--- config.mk ---
export PLATFORM = sky130hd
export DESIGN_NAME = movement_top
export DESIGN_NICKNAME = d
export VERILOG_FILES = /design/src/hdl/display_pkg.sv /design/src/hdl/game_pkg.sv /design/src/hdl/character_motion.sv /design/src/hdl/movement_top.sv /design/src/hdl/step_timer.sv /design/src/hdl/terrain_lookup.sv
export SDC_FILE = /design/constraint.sdc
export NUM_CORES = 1
export LEC_CHECK = 0
export BUFFER_PORTS_ARGS = -buffer_cell sky130_fd_sc_hd__buf_2
export CELL_PAD_IN_SITES_DETAIL_PLACEMENT = 0
export CELL_PAD_IN_SITES_GLOBAL_PLACEMENT = 1
export CORE_ASPECT_RATIO = 0.9
export CORE_MARGIN = 3
export CORE_UTILIZATION = 42
export CTS_CLUSTER_DIAMETER = 200
export DETAILED_ROUTE_END_ITERATION = 16
export GPL_ROUTABILITY_DRIVEN = 0
export PLACE_DENSITY = 0.84
export SLEW_MARGIN = 0
export SYNTH_ARGS = -nofsm -noshare
export SYNTH_HDL_FRONTEND = slang
export SYNTH_SLANG_ARGS = --single-unit
--- constraint.sdc ---
create_clock -name clk -period 7.2 [get_ports clk]
set_clock_uncertainty 0.05 [all_clocks]
set_input_delay 0.36 -clock clk [delete_from_list [all_inputs] [get_ports clk]]
set_output_delay 0.36 -clock clk [all_outputs]
set_load 0.05 [all_outputs]
--- src/hdl/display_pkg.sv ---
package display_pkg;

    // Pixel coordinate wide enough for both screen axes.
    typedef logic [11:0] pos_t;

    // Visible area of the VGA mode.
    localparam pos_t HOR_PIXELS = 12'd800;
    localparam pos_t VER_PIXELS = 12'd600;

endpackage

--- src/hdl/game_pkg.sv ---
package game_pkg;

    // Pacing counter sized for the longer of the two periods.
    typedef logic [7:0] pace_t;

    // Floor shape under the character.
    typedef logic [1:0] ramp_t;

    localparam ramp_t RAMP_FLAT = 2'd0;
    localparam ramp_t RAMP_RISE = 2'd1;
    localparam ramp_t RAMP_FALL = 2'd2;

    // Sprite size.
    localparam display_pkg::pos_t CHARACTER_WIDTH  = 12'd32;
    localparam display_pkg::pos_t CHARACTER_HEIGHT = 12'd64;

    // Clock cycles between pacing strobes.
    localparam pace_t MOVE_PERIOD = 8'd4;
    localparam pace_t FALL_PERIOD = 8'd6;

    localparam display_pkg::pos_t JUMP_HEIGHT = 12'd40;

    // The sprite stands on floor tiles 32 pixels tall.
    localparam display_pkg::pos_t GROUND_Y =
        display_pkg::VER_PIXELS - CHARACTER_HEIGHT - 12'd32;
    localparam display_pkg::pos_t UPPER_Y = GROUND_Y - 12'd160;

    // Upper platform span.
    localparam display_pkg::pos_t UPPER_X_MIN = 12'd64;
    localparam display_pkg::pos_t UPPER_X_MAX = 12'd352;

    // Ladder between the floor and the upper platform.
    localparam display_pkg::pos_t LADDER_X_MIN = 12'd192;
    localparam display_pkg::pos_t LADDER_X_MAX = 12'd208;

    // Ramp segment of the floor and its slope.
    localparam display_pkg::pos_t RAMP_X_MIN  = 12'd512;
    localparam display_pkg::pos_t RAMP_X_MAX  = 12'd767;
    localparam display_pkg::pos_t RAMP_STEP_X = 12'd64;
    localparam display_pkg::pos_t RAMP_STEP_Y = 12'd4;

    localparam display_pkg::pos_t START_X = 12'd1;

endpackage

--- src/hdl/character_motion.sv ---
`timescale 1ns/1ps

module character_motion (
    input  logic              clk,
    input  logic              rst,
    input  logic              left,
    input  logic              right,
    input  logic              jump,
    input  logic              up,
    input  logic              down,
    input  logic              start_game,
    input  logic              animation,
    input  logic              move_tick,
    input  logic              fall_tick,
    input  logic              ladder,
    input  game_pkg::ramp_t   ramp,
    input  display_pkg::pos_t climb_min,
    input  display_pkg::pos_t climb_max,
    input  logic              end_of_platform,
    input  display_pkg::pos_t landing_y,
    output logic              restart,
    output display_pkg::pos_t xpos,
    output display_pkg::pos_t ypos
);

    typedef enum logic [2:0] {
        IDLE,
        LADDER_IDLE,
        WALK_LEFT,
        WALK_RIGHT,
        JUMP,
        FALL,
        CLIMB_UP,
        CLIMB_DOWN
    } state_t;

    state_t            state;
    state_t            state_nxt;
    display_pkg::pos_t xpos_nxt;
    display_pkg::pos_t ypos_nxt;
    display_pkg::pos_t save_y;
    display_pkg::pos_t save_y_nxt;
    display_pkg::pos_t velocity;
    display_pkg::pos_t velocity_nxt;
    display_pkg::pos_t peak_y;
    logic              done;
    logic              done_nxt;
    logic              keys_on;
    logic              on_step;
    logic              can_go_left;
    logic              can_go_right;

    // Keys are ignored before the game starts and while an animation plays.
    assign keys_on = start_game && !animation;

    assign peak_y  = save_y - game_pkg::JUMP_HEIGHT;
    assign on_step = (xpos % game_pkg::RAMP_STEP_X) == '0;

    assign can_go_left  = xpos > 12'd1;
    assign can_go_right = (xpos + game_pkg::CHARACTER_WIDTH) < display_pkg::HOR_PIXELS;

    // Pacing restarts whenever the FSM waits for a key.
    assign restart = (state == IDLE) || (state == LADDER_IDLE);

    always_ff @(posedge clk) begin
        if (rst) begin
            state    <= IDLE;
            xpos     <= game_pkg::START_X;
            ypos     <= game_pkg::GROUND_Y;
            velocity <= '0;
            done     <= 1'b0;
        end else begin
            state    <= state_nxt;
            xpos     <= xpos_nxt;
            ypos     <= ypos_nxt;
            velocity <= velocity_nxt;
            done     <= done_nxt;
        end
    end

    always_ff @(posedge clk) begin
        save_y <= save_y_nxt;
    end

    always_comb begin
        state_nxt    = state;
        xpos_nxt     = xpos;
        ypos_nxt     = ypos;
        save_y_nxt   = save_y;
        velocity_nxt = velocity;
        done_nxt     = done;

        case (state)
            IDLE: begin
                save_y_nxt   = ypos;
                velocity_nxt = '0;
                done_nxt     = 1'b0;
                if (end_of_platform) begin
                    save_y_nxt = landing_y;
                    state_nxt  = FALL;
                end else if (keys_on && left) begin
                    state_nxt = WALK_LEFT;
                end else if (keys_on && right) begin
                    state_nxt = WALK_RIGHT;
                end else if (keys_on && jump) begin
                    state_nxt = JUMP;
                end else if (keys_on && up && ladder) begin
                    state_nxt = CLIMB_UP;
                end else if (keys_on && down && ladder) begin
                    state_nxt = CLIMB_DOWN;
                end
            end

            LADDER_IDLE: begin
                if (done) begin
                    state_nxt = IDLE;
                end else if (keys_on && up) begin
                    state_nxt = CLIMB_UP;
                end else if (keys_on && down) begin
                    state_nxt = CLIMB_DOWN;
                end
            end

            WALK_LEFT: begin
                if (move_tick) begin
                    state_nxt = IDLE;
                    if (can_go_left) begin
                        xpos_nxt = xpos - 12'd1;
                        if (on_step && ramp == game_pkg::RAMP_RISE) begin
                            ypos_nxt = ypos + game_pkg::RAMP_STEP_Y;
                        end else if (on_step && ramp == game_pkg::RAMP_FALL) begin
                            ypos_nxt = ypos - game_pkg::RAMP_STEP_Y;
                        end
                    end
                end
            end

            WALK_RIGHT: begin
                if (move_tick) begin
                    state_nxt = IDLE;
                    if (can_go_right) begin
                        xpos_nxt = xpos + 12'd1;
                        if (on_step && ramp == game_pkg::RAMP_RISE) begin
                            ypos_nxt = ypos - game_pkg::RAMP_STEP_Y;
                        end else if (on_step && ramp == game_pkg::RAMP_FALL) begin
                            ypos_nxt = ypos + game_pkg::RAMP_STEP_Y;
                        end
                    end
                end
            end

            JUMP: begin
                if (fall_tick) begin
                    // Clamp at the peak once the next rise would reach it.
                    if (ypos <= peak_y + velocity) begin
                        ypos_nxt     = peak_y;
                        velocity_nxt = '0;
                        state_nxt    = FALL;
                    end else begin
                        ypos_nxt     = ypos - velocity;
                        velocity_nxt = velocity + 12'd1;
                    end
                end
            end

            FALL: begin
                if (ypos >= save_y) begin
                    state_nxt = IDLE;
                end else if (fall_tick) begin
                    velocity_nxt = velocity + 12'd1;
                    if (ypos + velocity >= save_y) begin
                        ypos_nxt  = save_y;
                        state_nxt = IDLE;
                    end else begin
                        ypos_nxt = ypos + velocity;
                    end
                end
            end

            CLIMB_UP: begin
                if (move_tick) begin
                    state_nxt = LADDER_IDLE;
                    if (ypos > climb_min) begin
                        ypos_nxt = ypos - 12'd1;
                        done_nxt = (ypos == climb_min + 12'd1);
                    end else begin
                        done_nxt = 1'b1;
                    end
                end
            end

            CLIMB_DOWN: begin
                if (move_tick) begin
                    state_nxt = LADDER_IDLE;
                    if (ypos < climb_max) begin
                        ypos_nxt = ypos + 12'd1;
                        done_nxt = (ypos + 12'd1 == climb_max);
                    end else begin
                        done_nxt = 1'b1;
                    end
                end
            end

            default: begin
                state_nxt = IDLE;
            end
        endcase
    end

endmodule

--- src/hdl/movement_top.sv ---
`timescale 1ns/1ps

module movement_top (
    input  logic              clk,
    input  logic              rst,
    input  logic              left,
    input  logic              right,
    input  logic              jump,
    input  logic              up,
    input  logic              down,
    input  logic              start_game,
    input  logic              animation,
    output display_pkg::pos_t xpos,
    output display_pkg::pos_t ypos
);

    logic              restart;
    logic              move_tick;
    logic              fall_tick;
    logic              ladder;
    game_pkg::ramp_t   ramp;
    display_pkg::pos_t climb_min;
    display_pkg::pos_t climb_max;
    logic              end_of_platform;
    display_pkg::pos_t landing_y;

    step_timer step_timer_i (
        .clk       (clk),
        .rst       (rst),
        .restart   (restart),
        .move_tick (move_tick),
        .fall_tick (fall_tick)
    );

    // Map answers lag the position by one cycle.
    terrain_lookup terrain_lookup_i (
        .clk             (clk),
        .rst             (rst),
        .xpos            (xpos),
        .ypos            (ypos),
        .ladder          (ladder),
        .ramp            (ramp),
        .climb_min       (climb_min),
        .climb_max       (climb_max),
        .end_of_platform (end_of_platform),
        .landing_y       (landing_y)
    );

    character_motion character_motion_i (
        .clk             (clk),
        .rst             (rst),
        .left            (left),
        .right           (right),
        .jump            (jump),
        .up              (up),
        .down            (down),
        .start_game      (start_game),
        .animation       (animation),
        .move_tick       (move_tick),
        .fall_tick       (fall_tick),
        .ladder          (ladder),
        .ramp            (ramp),
        .climb_min       (climb_min),
        .climb_max       (climb_max),
        .end_of_platform (end_of_platform),
        .landing_y       (landing_y),
        .restart         (restart),
        .xpos            (xpos),
        .ypos            (ypos)
    );

endmodule

--- src/hdl/step_timer.sv ---
`timescale 1ns/1ps

module step_timer (
    input  logic clk,
    input  logic rst,
    input  logic restart,
    output logic move_tick,
    output logic fall_tick
);

    game_pkg::pace_t move_cnt;
    game_pkg::pace_t fall_cnt;
    logic            move_wrap;
    logic            fall_wrap;

    assign move_wrap = (move_cnt == game_pkg::MOVE_PERIOD - game_pkg::pace_t'(1));
    assign fall_wrap = (fall_cnt == game_pkg::FALL_PERIOD - game_pkg::pace_t'(1));

    // Strobes are registered, so the first one lands a full period after restart.
    always_ff @(posedge clk) begin
        if (rst || restart) begin
            move_cnt  <= '0;
            fall_cnt  <= '0;
            move_tick <= 1'b0;
            fall_tick <= 1'b0;
        end else begin
            if (move_wrap) begin
                move_cnt <= '0;
            end else begin
                move_cnt <= move_cnt + game_pkg::pace_t'(1);
            end

            if (fall_wrap) begin
                fall_cnt <= '0;
            end else begin
                fall_cnt <= fall_cnt + game_pkg::pace_t'(1);
            end

            move_tick <= move_wrap;
            fall_tick <= fall_wrap;
        end
    end

endmodule

--- src/hdl/terrain_lookup.sv ---
`timescale 1ns/1ps

module terrain_lookup (
    input  logic              clk,
    input  logic              rst,
    input  display_pkg::pos_t xpos,
    input  display_pkg::pos_t ypos,
    output logic              ladder,
    output game_pkg::ramp_t   ramp,
    output display_pkg::pos_t climb_min,
    output display_pkg::pos_t climb_max,
    output logic              end_of_platform,
    output display_pkg::pos_t landing_y
);

    logic              on_ramp;
    logic              on_ladder;
    logic              off_upper;
    display_pkg::pos_t ramp_steps;

    assign on_ramp = (xpos >= game_pkg::RAMP_X_MIN) && (xpos <= game_pkg::RAMP_X_MAX);

    assign on_ladder = (xpos >= game_pkg::LADDER_X_MIN) &&
                       (xpos <= game_pkg::LADDER_X_MAX);

    assign off_upper = (xpos < game_pkg::UPPER_X_MIN) || (xpos > game_pkg::UPPER_X_MAX);

    // Ramp steps already climbed at this x.
    // A step is taken when leaving a multiple of RAMP_STEP_X.
    assign ramp_steps = (xpos - game_pkg::RAMP_X_MIN + game_pkg::RAMP_STEP_X - 12'd1) /
                        game_pkg::RAMP_STEP_X;

    always_ff @(posedge clk) begin
        if (rst) begin
            ladder          <= 1'b0;
            ramp            <= game_pkg::RAMP_FLAT;
            climb_min       <= game_pkg::UPPER_Y;
            climb_max       <= game_pkg::GROUND_Y;
            end_of_platform <= 1'b0;
            landing_y       <= game_pkg::GROUND_Y;
        end else begin
            ladder <= on_ladder;

            if (on_ramp) begin
                ramp <= game_pkg::RAMP_RISE;
            end else begin
                ramp <= game_pkg::RAMP_FLAT;
            end

            // The only ladder on this map spans floor to upper platform.
            climb_min <= game_pkg::UPPER_Y;
            climb_max <= game_pkg::GROUND_Y;

            end_of_platform <= (ypos == game_pkg::UPPER_Y) && off_upper;

            if (on_ramp) begin
                landing_y <= game_pkg::GROUND_Y - ramp_steps * game_pkg::RAMP_STEP_Y;
            end else begin
                landing_y <= game_pkg::GROUND_Y;
            end
        end
    end

endmodule

==> results.toml <==
[synth]
yosys_warnings = 0
synth_edf_count = 12
ys_ff_latch = 80
synth_flop_cell = "dfxtp_1"
async_flop_share_pct = 0
avgSynthCellArea_sq_um = 7.98
ys_seq_area_share_pct = 22.7
netlist_area_sq_um = 7580
netlist_instances = 950
synth_cell_types = 77

[finish]
area_delta_synth_final_pct = 8.47
fin_util_pct = 47.6
drive_gt1_share_pct = 8.28
layout.nets = 1070
n_antenna_cell = 0
stdcell_count = 1201
fillers = 1769
final_area_sq_um = 8220

[clocking]
clockRootBuffer = "clkbuf_16"
cts_tree = "done"
cts_resized = 0
h-tree-depth = 3
cts_setup_buffers = 0
numCtsBuffers = 9
clkTransAtPathRegs_ps = 60
cts_buffer_depth = 2
clock_latency_ps = 360
hold_buffers = 0
clkSinkCount = 80

[floorplan]
rows = 45
initial_utilization_pct = 43.9
die_w_um = 148
die_area_sq_um = 19700
die_h_um = 133
io_pins = 33
core_sq_um = 17300

[route]
wl_um = 21600
wl_per_cell_um = 18.0
routed_via_density = 5.78
antenna_left = 0
drc_errors = 0
firstDrtPassIters = 5
drtIter0Drc = 664
vias = 6940

[pwr]
pwr-share-clk_pct = 16.2
power.switching_mw = 1.33
p_per_area_nw_per_um2 = 326
p_leak_nw = 3.25
ir_drop_v = 0.000149
p_sw_share_pct = 49.5
p_comb_share_pct = 60.7
internal_power_mw = 1.36
p_seq_share_pct = 23.1

[global_routing]
antenna_found_initial = 0
grt_pass1_vias = 6387
grt_pass1_wl_um = 35200
grt_max_degree = 37
grt_overflow = 0
grt.total_usage_pct = 22.1

[setup_path]
worst_path_largest_cell_delay_ps = 780
required_ps = 7360
path_cells = "inv_1 -> fa_1 -> or2_2 -> a221oi_1 -> o31ai_1 -> o21bai_1 -> a21oi_1 -> xnor2_1 -> ha_1 -> a21oi_1 -> nand2_1 -> a21oi_1 -> o21ai_1 -> buf_4 -> a2111oi_0 -> a211oi_1 -> mux2i_1 -> nor2_1"
reg2reg_from = "character_motion_i.ypos[1]"
crit_type = "reg2reg"
crit_arrival_ps = 5260
start_kind = "flip-flop"
crit_slowest_cell = "dfxtp_1"
r2r_cells = 18
worst_path_most_repeated_cell = "a21oi_1"
crit_fanout = 22
end_kind = "flip-flop"
r2r_end = "character_motion_i.state[0]"
r2r_slack_ps = 2100

[sta]
hold_violations = 0
worstMarginPinSlew_ps = 1210
fmax_mhz = 196
slew_violations = 0
fin_ws_ps = 2100
period_minus_slack_ps = 5100
rsz0062_at_grt = "false"
finalCritPeriodShare_pct = 70.9
fin_tns_setup_ps = 0
slew_headroom_pct = 18.8
setup-violations-final = 0

[job]
max_cap_viol_count = 0

[run_status]
status = "completed"

[placed_design]
preCtsSetupSlack_ps = 2240
io_buffers = 32
placed_cell_area_sq_um = 7950
placed_cells = 1185
hpwl_um = 16300

[hold_path]
min_to = "character_motion_i.state[1]"
min-delay-start = "jump"
whs_path_depth = 4
hold_path_class = "in2reg"
placed cells by master, fill, tap and decap left out, drive strengths merged, types with 7 or more instances in the layout:
master | Yosys | final
nor2 | 102 | 102
ha | 96 | 96
a21oi | 70 | 70
nand2 | 68 | 68
dfxtp | 68 | 68
xnor2 | 67 | 67
inv | 52 | 54
buf | 9 | 44
o21ai | 43 | 43
nor3 | 30 | 30
xor2 | 25 | 25
nand3 | 23 | 23
nand4 | 19 | 19
nor2b | 14 | 14
or3 | 14 | 14
a211oi | 13 | 13
edfxtp | 12 | 12
mux2i | 11 | 11
clkbuf | 38 | 11
nor4 | 10 | 10
a21o | 9 | 9
o21bai | 9 | 9
and3 | 9 | 9
o211ai | 9 | 9
o31ai | 8 | 8
or2 | 7 | 7
nand2b | 7 | 7
worst max-delay path: cells and delay by family (launching register included):
family	cells	cell delay, ps
flops	1	780
mux	1	210
xor+xnor	1	210
compound gates	9	1970
fa+ha+maj	2	810
buf+inv	2	480
simple gates	3	430
Yosys cell counts, types with 4 or more instances:
master	n	area, sq um
nor2_1	102	383
ha_1	96	1200
a21oi_1	70	350
dfxtp_1	68	1360
nand2_1	68	255
xnor2_1	67	587
inv_1	52	195
o21ai_0	43	215
clkbuf_1	37	139
nor3_1	30	150
xor2_1	25	219
nand3_1	23	115
nand4_1	19	119
nor2b_1	14	87.6
or3_1	14	87.6
edfxtp_1	12	360
a211oi_1	11	82.6
mux2i_1	11	110
a21o_1	9	67.6
and3_1	9	56.3
nor4_1	9	56.3
o211ai_1	9	67.6
o21bai_1	9	67.6
o31ai_1	8	60.1
buf_2	7	35.0
or2_2	7	43.8
a31oi_1	6	37.5
and2_1	6	37.5
mux2_2	6	67.6
nand2b_1	6	37.5
o21a_1	6	45.0
a211o_1	5	43.8
a221oi_1	5	43.8
a22oi_1	5	37.5
o311ai_0	5	43.8
or4_1	5	37.5
a221o_1	4	40.0
a311oi_1	4	35.0
fa_1	4	80.1
through the flow:
stage / total power [mW] / hold slack, ps
2_1_floorplan: 1.78 / 388
3_3_place_gp: 2.21 / 412
3_5_place_dp: 2.21 / 425
4_1_cts: 2.66 / 389
5_1_grt: 2.88 / 434
6_report: 2.68 / 407
worst max path at each step:
stage | startpoint | to | depth (start not counted) | slack [ps]
6_report | character_motion_i.ypos[1] | character_motion_i.state[0] | 18 | 2100
2_1_floorplan | character_motion_i.ypos[1] | character_motion_i.state[0] | 17 | 2450
5_1_grt | character_motion_i.save_y[0] | character_motion_i.ypos[3] | 19 | 1720
4_1_cts | character_motion_i.save_y[0] | character_motion_i.ypos[3] | 19 | 2180
3_3_place_gp | character_motion_i.ypos[1] | character_motion_i.state[0] | 18 | 2240
3_5_place_dp | character_motion_i.save_y[0] | character_motion_i.ypos[3] | 19 | 2240
cell families (layout without fill, tap and decap cells):
kind of cell | count (synthesis) | count (layout) | synth area share, %
and+or+nand+nor | 327 | 327 | 21.2
other | 1 | 4 | 0.0495
AOI/OAI and AO/OA | 233 | 233 | 21.1
adders and majority gates | 100 | 100 | 16.9
DFF | 80 | 80 | 22.7
xor gates and xnor gates | 92 | 92 | 10.6
muxes | 17 | 17 | 2.34
buffers and inverters | 100 | 113 | 5.08
metal layers:
layer	track usage [%]	part of all wire [%]
met2	32.4	42
met4	6.26	2.1
met3	4.42	6.4
met1	32.9	50
met5	0	0
power by group through the flow:
| stage | Combinational, mW | Clock (mW) | Sequential [mW] |
|---|---|---|---|
| floorplan | 1.12 | 0 | 0.665 |
| CTS | 1.60 | 0.445 | 0.619 |
| global route | 1.79 | 0.460 | 0.629 |
| global placement | 1.59 | 0 | 0.628 |
| finish | 1.63 | 0.434 | 0.620 |
| detailed placement | 1.59 | 0 | 0.628 |
cell type report:
type	instances	area [sq um]	share of cell area [%]
Clock buffer	11	233	2.83
Multi-Input combinational cell	773	5480	66.7
Inverter	53	199	2.42
Timing Repair Buffer	44	250	3.04
Tap cell	235	294	3.58
Clock inverter	5	40.0	0.487
Sequential cell	80	1720	20.9
state kept, by name, summed over array words and instances, names as in the netlist:
signal                            cells
character_motion_i.velocity          12
terrain_lookup_i.end_of_platform      1
character_motion_i.save_y            12
character_motion_i.xpos              12
step_timer_i.move_cnt                 8
step_timer_i.fall_tick                1
character_motion_i.ypos              12
terrain_lookup_i.ramp                 1
terrain_lookup_i.ladder               1
character_motion_i.done               1
step_timer_i.move_tick                1
character_motion_i.state              3
terrain_lookup_i.landing_y            7
step_timer_i.fall_cnt                 8
Note: power is estimated with default switching activity, not from simulation.
